File: config.mk
export PLATFORM = sky130hd
export DESIGN_NAME = sti_dac
export DESIGN_NICKNAME = d
export VERILOG_FILES = /design/src/hdl/dac_pkg.sv /design/src/hdl/sti_pkg.sv /design/src/hdl/sti_dac.sv /design/src/hdl/oem_writer.sv /design/src/hdl/byte_packer.sv /design/src/hdl/sti_shifter.sv /design/src/hdl/sti_dac_ctrl.sv /design/src/hdl/bit_counter.sv
export SDC_FILE = /design/constraint.sdc
export NUM_CORES = 1
export LEC_CHECK = 0
export BUFFER_PORTS_ARGS = -buffer_cell sky130_fd_sc_hd__buf_2
export CAP_MARGIN = 10
export CORE_MARGIN = 5
export CORE_UTILIZATION = 40
export DETAILED_ROUTE_END_ITERATION = 10
export GPL_ROUTABILITY_DRIVEN = 0
export PLACE_DENSITY = 0.62
export SLEW_MARGIN = 20
export SYNTH_ARGS = -nofsm -noshare
export SYNTH_HDL_FRONTEND = slang
export SYNTH_SLANG_ARGS = --single-unit
File: constraint.sdc
create_clock -name clk -period 5.85 [get_ports clk]
set_clock_uncertainty 0.1 [all_clocks]
set_input_delay 0.585 -clock clk [delete_from_list [all_inputs] [get_ports clk]]
set_output_delay 0.585 -clock clk [all_outputs]
set_load 0.02 [all_outputs]
File: src/hdl/dac_pkg.sv
package dac_pkg;

    //////////////////////////////////////////////////
    // output memory layout
    //////////////////////////////////////////////////

    localparam int BANKS     = 4;      // per side
    localparam int ADDR_W    = 5;
    localparam int MEM_BYTES = 256;
    localparam int ROW_BYTES = 8;      // checkerboard row

    typedef logic [7:0]        byte_t;
    typedef logic [ADDR_W-1:0] addr_t;
    typedef logic [BANKS-1:0]  bank_sel_t;

    // one extra bit so that a full memory is representable
    typedef logic [$clog2(MEM_BYTES):0] byte_cnt_t;

endpackage

File: src/hdl/sti_pkg.sv
package sti_pkg;

    //////////////////////////////////////////////////
    // serial framing
    //////////////////////////////////////////////////

    localparam int WORD_W    = 16;
    localparam int BYTE_BITS = 8;
    localparam int FRAME_MAX = 32;     // longest frame in bits

    typedef logic [WORD_W-1:0]                       word_t;
    typedef logic [FRAME_MAX-1:0]                    frame_t;
    typedef logic [1:0]                              length_t;
    typedef logic [$clog2(BYTE_BITS)-1:0]            bit_idx_t;
    typedef logic [$clog2(FRAME_MAX/BYTE_BITS)-1:0]  byte_idx_t;

    // frame length codes
    localparam length_t LEN_8  = 2'd0;
    localparam length_t LEN_16 = 2'd1;
    localparam length_t LEN_24 = 2'd2;
    localparam length_t LEN_32 = 2'd3;

    // sequencing of one load
    typedef enum logic [1:0] {
        ST_IDLE,
        ST_SHIFT,
        ST_FILL,
        ST_DONE
    } ctrl_state_t;

endpackage
File: src/hdl/sti_dac.sv
`timescale 1ns/1ps

module sti_dac (
    input  logic               clk,
    input  logic               reset,
    input  logic               load,
    input  sti_pkg::word_t     pi_data,
    input  sti_pkg::length_t   pi_length,
    input  logic               pi_fill,
    input  logic               pi_msb,
    input  logic               pi_low,
    input  logic               pi_end,
    output logic               so_data,
    output logic               so_valid,
    output dac_pkg::byte_t     oem_dataout,
    output dac_pkg::addr_t     oem_addr,
    output dac_pkg::bank_sel_t odd_wr,
    output dac_pkg::bank_sel_t even_wr,
    output logic               oem_finish
);

    logic                start;
    logic                shift_en;
    logic                count_en;
    logic                clear;
    logic                fill;
    logic                last_bit;
    logic                mem_full;
    sti_pkg::bit_idx_t   bit_idx;
    sti_pkg::byte_idx_t  byte_idx;
    sti_pkg::length_t    frame_len;
    dac_pkg::byte_t      byte_data;
    logic                byte_valid;

    sti_dac_ctrl u_ctrl (
        .clk(clk), .reset(reset), .load(load), .pi_end(pi_end),
        .last_bit(last_bit), .mem_full(mem_full), .start(start),
        .shift_en(shift_en), .count_en(count_en), .clear(clear),
        .fill(fill), .oem_finish(oem_finish)
    );

    bit_counter u_bit_counter (
        .clk(clk), .reset(reset), .count_en(count_en), .clear(clear),
        .frame_len(frame_len), .bit_idx(bit_idx), .byte_idx(byte_idx),
        .last_bit(last_bit)
    );

    sti_shifter u_shifter (
        .clk(clk), .reset(reset), .start(start), .shift_en(shift_en),
        .pi_data(pi_data), .pi_length(pi_length), .pi_fill(pi_fill),
        .pi_msb(pi_msb), .pi_low(pi_low), .bit_idx(bit_idx), .byte_idx(byte_idx),
        .frame_len(frame_len), .so_data(so_data), .so_valid(so_valid)
    );

    // serial line is tapped back in for the memory side
    byte_packer u_packer (
        .clk(clk), .reset(reset), .so_data(so_data), .so_valid(so_valid),
        .byte_data(byte_data), .byte_valid(byte_valid)
    );

    oem_writer u_writer (
        .clk(clk), .reset(reset), .byte_data(byte_data), .byte_valid(byte_valid),
        .fill(fill), .oem_dataout(oem_dataout), .oem_addr(oem_addr),
        .odd_wr(odd_wr), .even_wr(even_wr), .mem_full(mem_full)
    );

endmodule

File: src/hdl/oem_writer.sv
`timescale 1ns/1ps

module oem_writer (
    input  logic               clk,
    input  logic               reset,
    input  dac_pkg::byte_t     byte_data,
    input  logic               byte_valid,
    input  logic               fill,
    output dac_pkg::byte_t     oem_dataout,
    output dac_pkg::addr_t     oem_addr,
    output dac_pkg::bank_sel_t odd_wr,
    output dac_pkg::bank_sel_t even_wr,
    output logic               mem_full
);

    dac_pkg::byte_cnt_t cnt;
    dac_pkg::byte_cnt_t row;
    dac_pkg::byte_cnt_t col;
    dac_pkg::bank_sel_t bank_sel;
    logic [1:0]         bank;
    logic               odd_side;
    logic               fill_q;
    logic               wr;

    //////////////////////////////////////////////////
    // placement of byte number cnt
    //////////////////////////////////////////////////

    assign bank     = cnt[7:6];    // 64 bytes per bank
    assign bank_sel = dac_pkg::bank_sel_t'(1) << bank;

    assign row = dac_pkg::byte_cnt_t'(cnt / dac_pkg::ROW_BYTES);
    assign col = dac_pkg::byte_cnt_t'(cnt % dac_pkg::ROW_BYTES);

    // row + col even goes to the odd side
    assign odd_side = (row[0] == col[0]);

    assign mem_full = (cnt == dac_pkg::byte_cnt_t'(dac_pkg::MEM_BYTES));

    // fill delayed one cycle so the frame's last byte gets in first
    assign wr = (byte_valid || fill_q) && !mem_full;

    always_ff @(posedge clk or posedge reset) begin
        if (reset) begin
            fill_q      <= 1'b0;
            cnt         <= '0;
            oem_dataout <= '0;
            oem_addr    <= '0;
            odd_wr      <= '0;
            even_wr     <= '0;
        end else begin
            fill_q  <= fill;
            odd_wr  <= '0;
            even_wr <= '0;
            if (wr) begin
                cnt         <= cnt + 1'b1;
                oem_dataout <= byte_valid ? byte_data : '0;    // packer byte wins
                oem_addr    <= cnt[dac_pkg::ADDR_W:1];          // two bytes per address
                if (odd_side) begin
                    odd_wr <= bank_sel;
                end else begin
                    even_wr <= bank_sel;
                end
            end
        end
    end

endmodule

File: src/hdl/byte_packer.sv
`timescale 1ns/1ps

module byte_packer (
    input  logic       clk,
    input  logic       reset,
    input  logic       so_data,
    input  logic       so_valid,
    output logic [7:0] byte_data,
    output logic       byte_valid
);

    logic [2:0] cnt;    // bits already in the current byte

    always_ff @(posedge clk or posedge reset) begin
        if (reset) begin
            cnt        <= '0;
            byte_valid <= 1'b0;
        end else begin
            byte_valid <= so_valid && (cnt == 3'd7);
            if (so_valid) begin
                cnt <= cnt + 1'b1;    // wraps after eight
            end
        end
    end

    // first bit in walks up to bit 7
    always_ff @(posedge clk) begin
        if (so_valid) begin
            byte_data <= {byte_data[6:0], so_data};
        end
    end

endmodule

File: src/hdl/sti_shifter.sv
`timescale 1ns/1ps

module sti_shifter (
    input  logic               clk,
    input  logic               reset,
    input  logic               start,
    input  logic               shift_en,
    input  sti_pkg::word_t     pi_data,
    input  sti_pkg::length_t   pi_length,
    input  logic               pi_fill,
    input  logic               pi_msb,
    input  logic               pi_low,
    input  sti_pkg::bit_idx_t  bit_idx,
    input  sti_pkg::byte_idx_t byte_idx,
    output sti_pkg::length_t   frame_len,
    output logic               so_data,
    output logic               so_valid
);

    sti_pkg::word_t   in_word;
    sti_pkg::length_t in_len;
    logic             in_fill;
    logic             in_low;
    logic             in_msb;
    sti_pkg::frame_t  arranged;
    sti_pkg::frame_t  frame_q;
    logic             msb_q;
    logic [4:0]       pos;
    logic [4:0]       sel;

    // input stage, one cycle behind load so start lines up with it
    always_ff @(posedge clk) begin
        in_word <= pi_data;
        in_len  <= pi_length;
        in_fill <= pi_fill;
        in_low  <= pi_low;
        in_msb  <= pi_msb;
    end

    //////////////////////////////////////////////////
    // frame arrangement, lsb of frame at bit 0
    //////////////////////////////////////////////////

    always_comb begin
        arranged = '0;
        case (in_len)
            sti_pkg::LEN_8:  arranged[7:0] = in_low ? in_word[15:8] : in_word[7:0];
            sti_pkg::LEN_16: arranged[sti_pkg::WORD_W-1:0] = in_word;
            sti_pkg::LEN_24: begin
                if (in_fill) arranged[23:8] = in_word;    // zero byte below
                else         arranged[15:0] = in_word;
            end
            sti_pkg::LEN_32: begin
                if (in_fill) arranged[31:16] = in_word;
                else         arranged[15:0]  = in_word;
            end
        endcase
    end

    always_ff @(posedge clk) begin
        if (start) frame_q <= arranged;
    end

    always_ff @(posedge clk or posedge reset) begin
        if (reset) begin
            frame_len <= sti_pkg::LEN_8;
            msb_q     <= 1'b0;
        end else if (start) begin
            frame_len <= in_len;
            msb_q     <= in_msb;
        end
    end

    assign pos = {byte_idx, bit_idx};
    assign sel = msb_q ? ({frame_len, 3'b111} - pos) : pos;   // count down from top bit

    always_ff @(posedge clk or posedge reset) begin
        if (reset) begin
            so_data  <= 1'b0;
            so_valid <= 1'b0;
        end else begin
            so_valid <= shift_en;
            so_data  <= shift_en ? frame_q[sel] : 1'b0;
        end
    end

endmodule

File: src/hdl/sti_dac_ctrl.sv
`timescale 1ns/1ps

module sti_dac_ctrl (
    input  logic clk,
    input  logic reset,
    input  logic load,
    input  logic pi_end,
    input  logic last_bit,
    input  logic mem_full,
    output logic start,
    output logic shift_en,
    output logic count_en,
    output logic clear,
    output logic fill,
    output logic oem_finish
);

    sti_pkg::ctrl_state_t state;
    logic                 end_q;    // pi_end of the word in flight

    always_ff @(posedge clk or posedge reset) begin
        if (reset) begin
            state      <= sti_pkg::ST_IDLE;
            start      <= 1'b0;
            end_q      <= 1'b0;
            oem_finish <= 1'b0;
        end else begin
            start <= 1'b0;
            case (state)
                sti_pkg::ST_IDLE: begin
                    // start pulse still out, the shifter captures now
                    if (start) begin
                        state <= sti_pkg::ST_SHIFT;
                    end else if (load) begin
                        start <= 1'b1;
                        end_q <= pi_end;
                    end
                end
                sti_pkg::ST_SHIFT: begin
                    if (last_bit) begin
                        state <= end_q ? sti_pkg::ST_FILL : sti_pkg::ST_IDLE;
                    end
                end
                sti_pkg::ST_FILL: begin
                    if (mem_full) begin
                        state <= sti_pkg::ST_DONE;
                    end
                end
                sti_pkg::ST_DONE: begin
                    oem_finish <= 1'b1;    // sticky, no way out
                end
                default: begin
                    state <= sti_pkg::ST_IDLE;
                end
            endcase
        end
    end

    //////////////////////////////////////////////////
    // decoded controls
    //////////////////////////////////////////////////

    assign shift_en = (state == sti_pkg::ST_SHIFT);
    assign count_en = (state == sti_pkg::ST_SHIFT);
    assign clear    = start;                          // counter restarts each frame
    assign fill     = (state == sti_pkg::ST_FILL);

endmodule

File: src/hdl/bit_counter.sv
`timescale 1ns/1ps

module bit_counter (
    input  logic               clk,
    input  logic               reset,
    input  logic               count_en,
    input  logic               clear,
    input  sti_pkg::length_t   frame_len,
    output sti_pkg::bit_idx_t  bit_idx,
    output sti_pkg::byte_idx_t byte_idx,
    output logic               last_bit
);

    always_ff @(posedge clk or posedge reset) begin
        if (reset) begin
            bit_idx  <= '0;
            byte_idx <= '0;
        end else if (clear) begin
            bit_idx  <= '0;
            byte_idx <= '0;
        end else if (count_en) begin
            bit_idx <= bit_idx + 1'b1;
            // byte boundary
            if (bit_idx == '1) begin
                byte_idx <= byte_idx + 1'b1;
            end
        end
    end

    // length code equals the index of the final byte
    assign last_bit = (bit_idx == '1) && (byte_idx == frame_len);

endmodule

==> results.py, run 1 <==
metrics = {
    "worst_hold_path": {
        "hold_end": "u_shifter.in_word[12]",
        "hold_path_depth": 1,
        "hold_class": "in2reg",
        "worst_hold_startpoint": "pi_data[12]",
    },
    "clock_tree": {
        "number_of_buffers_on_the_longest_clock_path": 2,
        "cts_hold_buf": 0,
        "cts_repair_resized_insts": 0,
        "clock_tree.htree_level_count": 3,
        "insertion_delay_ps": 340,
        "clock_sink_count": 111,
        "cts_buffers": 9,
        "clock_root_buffer": "clkbuf_16",
        "cts.reportedPaths.clkPinSlew_ps": 70,
        "cts.repair_timing.setup_buffer_count": 0,
        "tritoncts": "built",
    },
    "pwr": {
        "leakage_nw": 2.41,
        "power-per-cell-area_nw_per_um2": 452,
        "clkPwrFrac": 0.221,
        "switching_share": 0.341,
        "seq_power_share": 0.477,
        "power_switching_mw": 0.862,
        "power.combinational.fraction": 0.302,
        "ir_worst_vdd_v": 0.000206,
        "cellInternalPower_mw": 1.66,
    },
    "layout": {
        "sequential_cell_area_sq_um": 2870,
        "area_of_the_multi_input_gates_sq_um": 1910,
        "design.final.nets": 498,
        "num_antenna_cells": 0,
        "filler_cell_count": 1162,
        "synthToLayoutAreaGrowth_pct": 12.1,
        "post_route_cells_drive_above_1_share": 0.163,
        "design_area_sq_um": 5590,
        "layout.cells.most_common": "dfrtp_1",
        "final_cell_mix": "50 x dfrtp_1, 48 x buf_2, 45 x nand2_1",
    },
    "route": {
        "drt_drc_violations_left": 0,
        "drt-wirelength-per-cell_um": 14.5,
        "detail-route-antenna-nets": 0,
        "detailedRoute.firstIterationViolations": 177,
        "tritonroute_pass_1_iters": 4,
        "num_vias": 3189,
        "totalWireLength_um": 9210,
        "avgViaCountPerCell": 5.04,
    },
    "logic_synthesis": {
        "avgSynthCellArea_sq_um": 11.7,
        "synth-async-reset-ratio": 0.450,
        "synth-warning-count": 0,
        "postSynthCellCount": 425,
        "synth.lib_cells_used.distinct": 52,
        "ys_top_cells_by_area": "dfrtp_1 25%, edfxtp_1 24%, dfxtp_1 8.4%",
        "yosysTopAreaCellShare": 0.251,
        "synth_area_leader_cell": "dfrtp_1",
        "synthesis.area_sq_um": 4980,
        "synth-seq-cells": 111,
        "synth-edff-count": 40,
        "postSynthNetCount": 463,
        "seq_area_frac_synth": 0.577,
        "ys_flop_type": "dfrtp_1",
    },
    "place": {
        "placement.cell_area_sq_um": 5310,
        "dp_hpwl_um": 6500,
        "portBuffers": 48,
    },
    "floorplanning": {
        "coreArea_sq_um": 12100,
        "boundaryPins": 49,
        "initial_utilization": 0.411,
        "die_width_um": 122,
        "fp.dieArea_sq_um": 14800,
        "placement_rows": 40,
        "die-height_um": 122,
    },
    "global_route": {
        "total_routing_usage_reported_by_global_routing": 0.132,
        "grt_overflow": 0,
        "first_global_vias": 3136,
        "grt_first_pass_wirelength_um": 15400,
        "grt_max_degree": 51,
        "initial_antenna_violation_count": 0,
    },
    "setup_path": {
        "worstRegToRegCells": 3,
        "critical_path_peak_fanout": 20,
        "worstSetupPathType": "reg2reg",
        "timing.critical_path.from_type": "register",
        "data_required_critical_path_ps": 5810,
        "critical_path.cell_chain": "nor2b_1 > mux2i_1 > o22ai_1",
        "cpPeakStageDelay_ps": 860,
        "critical-path-top-delay-family": "simple AND/OR/NAND/NOR gates",
        "crit-reg2reg-launch": "u_shifter.in_len[0]",
        "endpoint_kind": "register",
        "slowest_stage": "nor2b_1",
        "data_arrival_time_of_the_critical_path_ps": 2130,
        "worst-r2r-setup-slack_ps": 3680,
        "worst-path-buf-inv": 0,
        "critical_path.reg2reg.endpoint": "u_shifter.frame_q[4]",
    },
    "timing": {
        "final.period_utilization": 0.371,
        "rsz0062_at_grt": "false",
        "timing.slew.headroom": 0.348,
        "final_period_minus_worst_setup_slack_ps": 2170,
        "finalSetupTns_ps": 0,
        "drv_slew": 0,
        "final_number_of_hold_violating_endpoints": 0,
        "timing_worst_slew_pin_value_ps": 976,
        "max_freq_ghz": 0.461,
        "setup_viol": 0,
    },
    "run_status": {
        "status": "finished clean",
    },
    "flow_run": {
        "timing.max_cap.violations": 0,
    },
}
-- kinds of logic after synthesis --
kind of cell / count (synthesis) / share of synthesized area
AOI/OAI and AO/OA: 79 / 0.109
buffers and inverters: 41 / 0.0394
adders and majority gates: 13 / 0.0326
DFF: 111 / 0.577
and+or+nand+nor: 119 / 0.119
muxes: 46 / 0.0947
xor gates and xnor gates: 16 / 0.0281
-- cell usage after synthesis, types with 4 or more instances --
cell type and count:
a21oi_1 6, o22ai_1 8, mux2i_1 37, nor2b_1 8, inv_1 15, and3_1 8
dfrtp_1 50, buf_2 7, o21ai_0 21, mux2_2 5, xnor2_1 9, mux2_1 4
clkbuf_1 13, xor2_1 7, nand2b_1 5, nor2_1 23, ha_1 13, edfxtp_1 40
a22o_1 20, nand2_1 45, nor3_1 4, nor3b_1 4, and2_1 5, nand4_1 4
dfxtp_1 21, buf_6 4
-- final cells by class --
class,count,share of cell area
Sequential cell,111,0.514
Multi-Input combinational cell,273,0.343
Timing Repair Buffer,50,0.0457
Clock buffer,11,0.0435
Tap cell,168,0.0376
Inverter,15,0.0103
Clock inverter,5,0.00605
-- worst max-delay path by stage --
| stage | start | endpoint | slack [ps] | cells after the start |
|---|---|---|---|---|
| 2_1_floorplan | u_ctrl.clear | u_ctrl.state[1] | 3690 | 5 |
| 3_3_place_gp | u_shifter.in_len[0] | u_shifter.frame_q[4] | 3780 | 3 |
| 6_report | u_shifter.in_len[0] | u_shifter.frame_q[4] | 3680 | 3 |
| 3_5_place_dp | u_shifter.in_len[0] | u_shifter.frame_q[4] | 3700 | 3 |
| 4_1_cts | u_shifter.in_len[0] | u_shifter.frame_q[4] | 3680 | 3 |
| 5_1_grt | u_shifter.in_len[0] | u_shifter.frame_q[4] | 3560 | 3 |
-- flip-flops by register name, indices dropped and copies added (netlist names), 2 cells and up --
register,cells
u_shifter.in_word,16
u_writer.oem_addr,5
u_packer.cnt,3
u_bit_counter.byte_idx,2
u_ctrl.state,2
u_packer.byte_data,8
u_writer.even_wr,4
u_shifter.in_len,2
u_bit_counter.bit_idx,3
u_writer.cnt,9
u_writer.odd_wr,4
u_shifter.frame_len,2
u_writer.oem_dataout,8
u_shifter.frame_q,32
-- power by group through the flow --
stage	Clock [mW]	Combinational, mW	Sequential, mW
2_1_floorplan	0	0.595	1.21
3_3_place_gp	0	0.750	1.21
3_5_place_dp	0	0.769	1.22
4_1_cts	0.580	0.774	1.21
5_1_grt	0.606	0.852	1.24
6_report	0.559	0.762	1.20
-- metrics by stage --
step	hold slack, ps	utilization	worst slack [ps]	std cells	total power [mW]
detailed placement	335	0.438	3700	617	1.99
CTS	218	0.461	3680	633	2.56
global placement	328	0.438	3780	617	1.96
finish	235	0.461	3680	633	2.53
global route	216	0.461	3560	633	2.70
floorplan	327	-	3690	425	1.80
-- per-layer routing --
metal / wire length [um] / GRT usage
met1: 4160 / 0.166
met2: 4380 / 0.217
met3: 491 / 0.0385
met4: 175 / 0.0483
met5: 0 / 0
Power figures use the tool's default switching activity.
==> run 2: changes to the inputs <==
Clock period 5.85 ns to 2.1 ns, I/O delays scaled along.
==> run 2 against run 1 <==
  * Sequential power increased to 2.8 times the previous value
  * Routed wire length increased by 4.5%
  * Worst hold slack better by 47 ps
  * Via count increased by 5.0%
  * Non-clock buffer count grew 33
  * Die area stayed put
  * Sequential cell count did not move
  * Register-to-register slack got worse by 3500 ps
  * Worst setup slack lost 3500 ps
  * Critical path type unchanged
  * Largest cell class unchanged
  * Largest power group unchanged
==> results.py, run 2 (synthesis gave the netlist of run 1 again) <==
metrics = {
    "layout": {
        "sequential_cell_area_sq_um": 2880,
        "num_antenna_cells": 0,
        "largestRegisters": "u_shifter.frame_q (32), u_shifter.in_word (16), u_writer.cnt (9)",
        "filler_cell_count": 1103,
        "largest_reg_flops": 32,
        "finish.cell_count_without_fillers": 666,
        "final_cell_mix": "48 x buf_2, 48 x dfrtp_1, 45 x nand2_1",
        "regMostFlops": "u_shifter.frame_q",
        "synthToLayoutAreaGrowth_pct": 19.0,
        "design.final.nets": 531,
        "post_route_cells_drive_above_1_share": 0.175,
        "design_area_sq_um": 5930,
        "area_of_the_multi_input_gates_sq_um": 1910,
    },
    "pwr": {
        "ir_worst_vdd_v": 0.000551,
        "power_switching_mw": 2.47,
        "clkPwrFrac": 0.221,
        "cellInternalPower_mw": 4.74,
        "leakage_nw": 2.57,
        "seq_power_share": 0.458,
        "power.combinational.fraction": 0.322,
        "switching_share": 0.342,
        "power-per-cell-area_nw_per_um2": 1220,
    },
    "route": {
        "detailedRoute.firstIterationViolations": 204,
        "drt_drc_violations_left": 0,
        "tritonroute_pass_1_iters": 4,
        "drt-wirelength-per-cell_um": 14.5,
        "avgViaCountPerCell": 5.03,
        "num_vias": 3348,
        "detail-route-antenna-nets": 0,
        "totalWireLength_um": 9630,
    },
    "clock_tree": {
        "cts_buffers": 9,
        "cts.repair_timing.setup_buffer_count": 0,
        "cts.reportedPaths.clkPinSlew_ps": 70,
        "number_of_buffers_on_the_longest_clock_path": 2,
        "clock_tree.htree_level_count": 3,
        "clock_sink_count": 111,
        "tritoncts": "built",
        "clock_root_buffer": "clkbuf_16",
        "insertion_delay_ps": 340,
    },
    "place": {
        "post-place-cells": 626,
        "portBuffers": 48,
        "dp_hpwl_um": 6860,
        "placement.cell_area_sq_um": 5400,
    },
    "timing": {
        "final_number_of_hold_violating_endpoints": 0,
        "timing.slew.headroom": 0.322,
        "rsz0062_at_grt": "false",
        "max_freq_ghz": 0.514,
        "timing_worst_slew_pin_value_ps": 1010,
        "drv_slew": 0,
        "final.period_utilization": 0.927,
        "finalSetupTns_ps": 0,
        "setup_viol": 0,
        "final_period_minus_worst_setup_slack_ps": 1950,
    },
    "floorplanning": {
        "placement_rows": 40,
        "coreArea_sq_um": 12100,
        "boundaryPins": 49,
        "die-height_um": 122,
        "initial_utilization": 0.411,
        "die_width_um": 122,
        "fp.dieArea_sq_um": 14800,
    },
    "setup_path": {
        "timing.critical_path.from_type": "register",
        "critical_path_peak_fanout": 4,
        "worstRegToRegCells": 7,
        "cpPeakStageDelay_ps": 390,
        "worst-path-buf-inv": 0,
        "worstSetupPathType": "reg2reg",
        "path_depth": 7,
        "critical-path-top-delay-family": "compound AO/OA/AOI/OAI gates",
        "critical_path.cell_chain": "ha_1 > nand2b_1 > mux2i_1 > o31ai_1 > a21oi_1 > a22oi_1 > a311oi_1",
        "data_arrival_time_of_the_critical_path_ps": 2090,
        "endpoint_kind": "register",
        "data_required_critical_path_ps": 2240,
        "worst-r2r-setup-slack_ps": 150,
        "slowest_stage": "dfrtp_1",
    },
    "flow_run": {
        "timing.max_cap.violations": 0,
    },
    "global_route": {
        "first_global_vias": 3413,
        "initial_antenna_violation_count": 0,
        "grt_overflow": 0,
        "total_routing_usage_reported_by_global_routing": 0.140,
        "grt_max_degree": 42,
        "grt_first_pass_wirelength_um": 16600,
    },
    "run_status": {
        "status": "finished clean",
    },
    "worst_hold_path": {
        "hold_class": "in2async",
    },
}
run 2: routing by layer:
metal / up-vias / share of wire / track usage
li1: 1653 / - / -
met1: 1605 / 0.43 / 0.171
met2: 80 / 0.51 / 0.242
met3: 10 / 0.044 / 0.0311
met4: 0 / 0.014 / 0.0546
met5: - / 0 / 0
run 2: cell type report:
type / instances / area share
flip-flops and latches: 111 / 0.485
multi-input cells: 273 / 0.323
repair buffers: 83 / 0.0992
clock buffers: 10 / 0.0403
well taps: 168 / 0.0355
inverters: 15 / 0.00950
clock inverters: 6 / 0.00760
run 2: final timing paths:
path                                                 from                        to
worst max register to register  u_bit_counter.byte_idx[0]         u_shifter.so_data
worst min-delay path                                reset  u_bit_counter.bit_idx[1]
min in group clk                    u_packer.byte_data[0]     u_packer.byte_data[1]
max in group asynchronous                           reset              u_ctrl.clear
worst max-delay path            u_bit_counter.byte_idx[0]         u_shifter.so_data
worst min register to register      u_packer.byte_data[0]     u_packer.byte_data[1]
run 2: power groups by stage:
stage,combinational (mW),sequential (mW),clock (mW)
2_1_floorplan,1.66,3.37,0
3_3_place_gp,2.24,3.32,0
3_5_place_dp,2.30,3.35,0
4_1_cts,2.34,3.31,1.64
5_1_grt,2.57,3.39,1.73
6_report,2.32,3.30,1.59
run 2: worst min-delay path, cell delays in order:
cell	delay, ps
dlygate4sd3_1	530
buf_2	130
inv_2	270
run 2: repair_timing:
action / in CTS / in global routing
resized for setup: 0 / 1
hold buffers: 24 / 0
setup endpoints to repair: 0 / 1
endpoints found under the hold margin: 37 / 0
run 2: metrics by stage:
step	total power, mW	utilization	setup WS [ps]	hold slack (ps)
finish	7.21	0.489	154	282
global placement	5.56	0.446	243	107
CTS	7.29	0.489	168	292
detailed placement	5.65	0.446	184	120
floorplan	5.02	-	225	138
global route	7.70	0.489	57.1	321
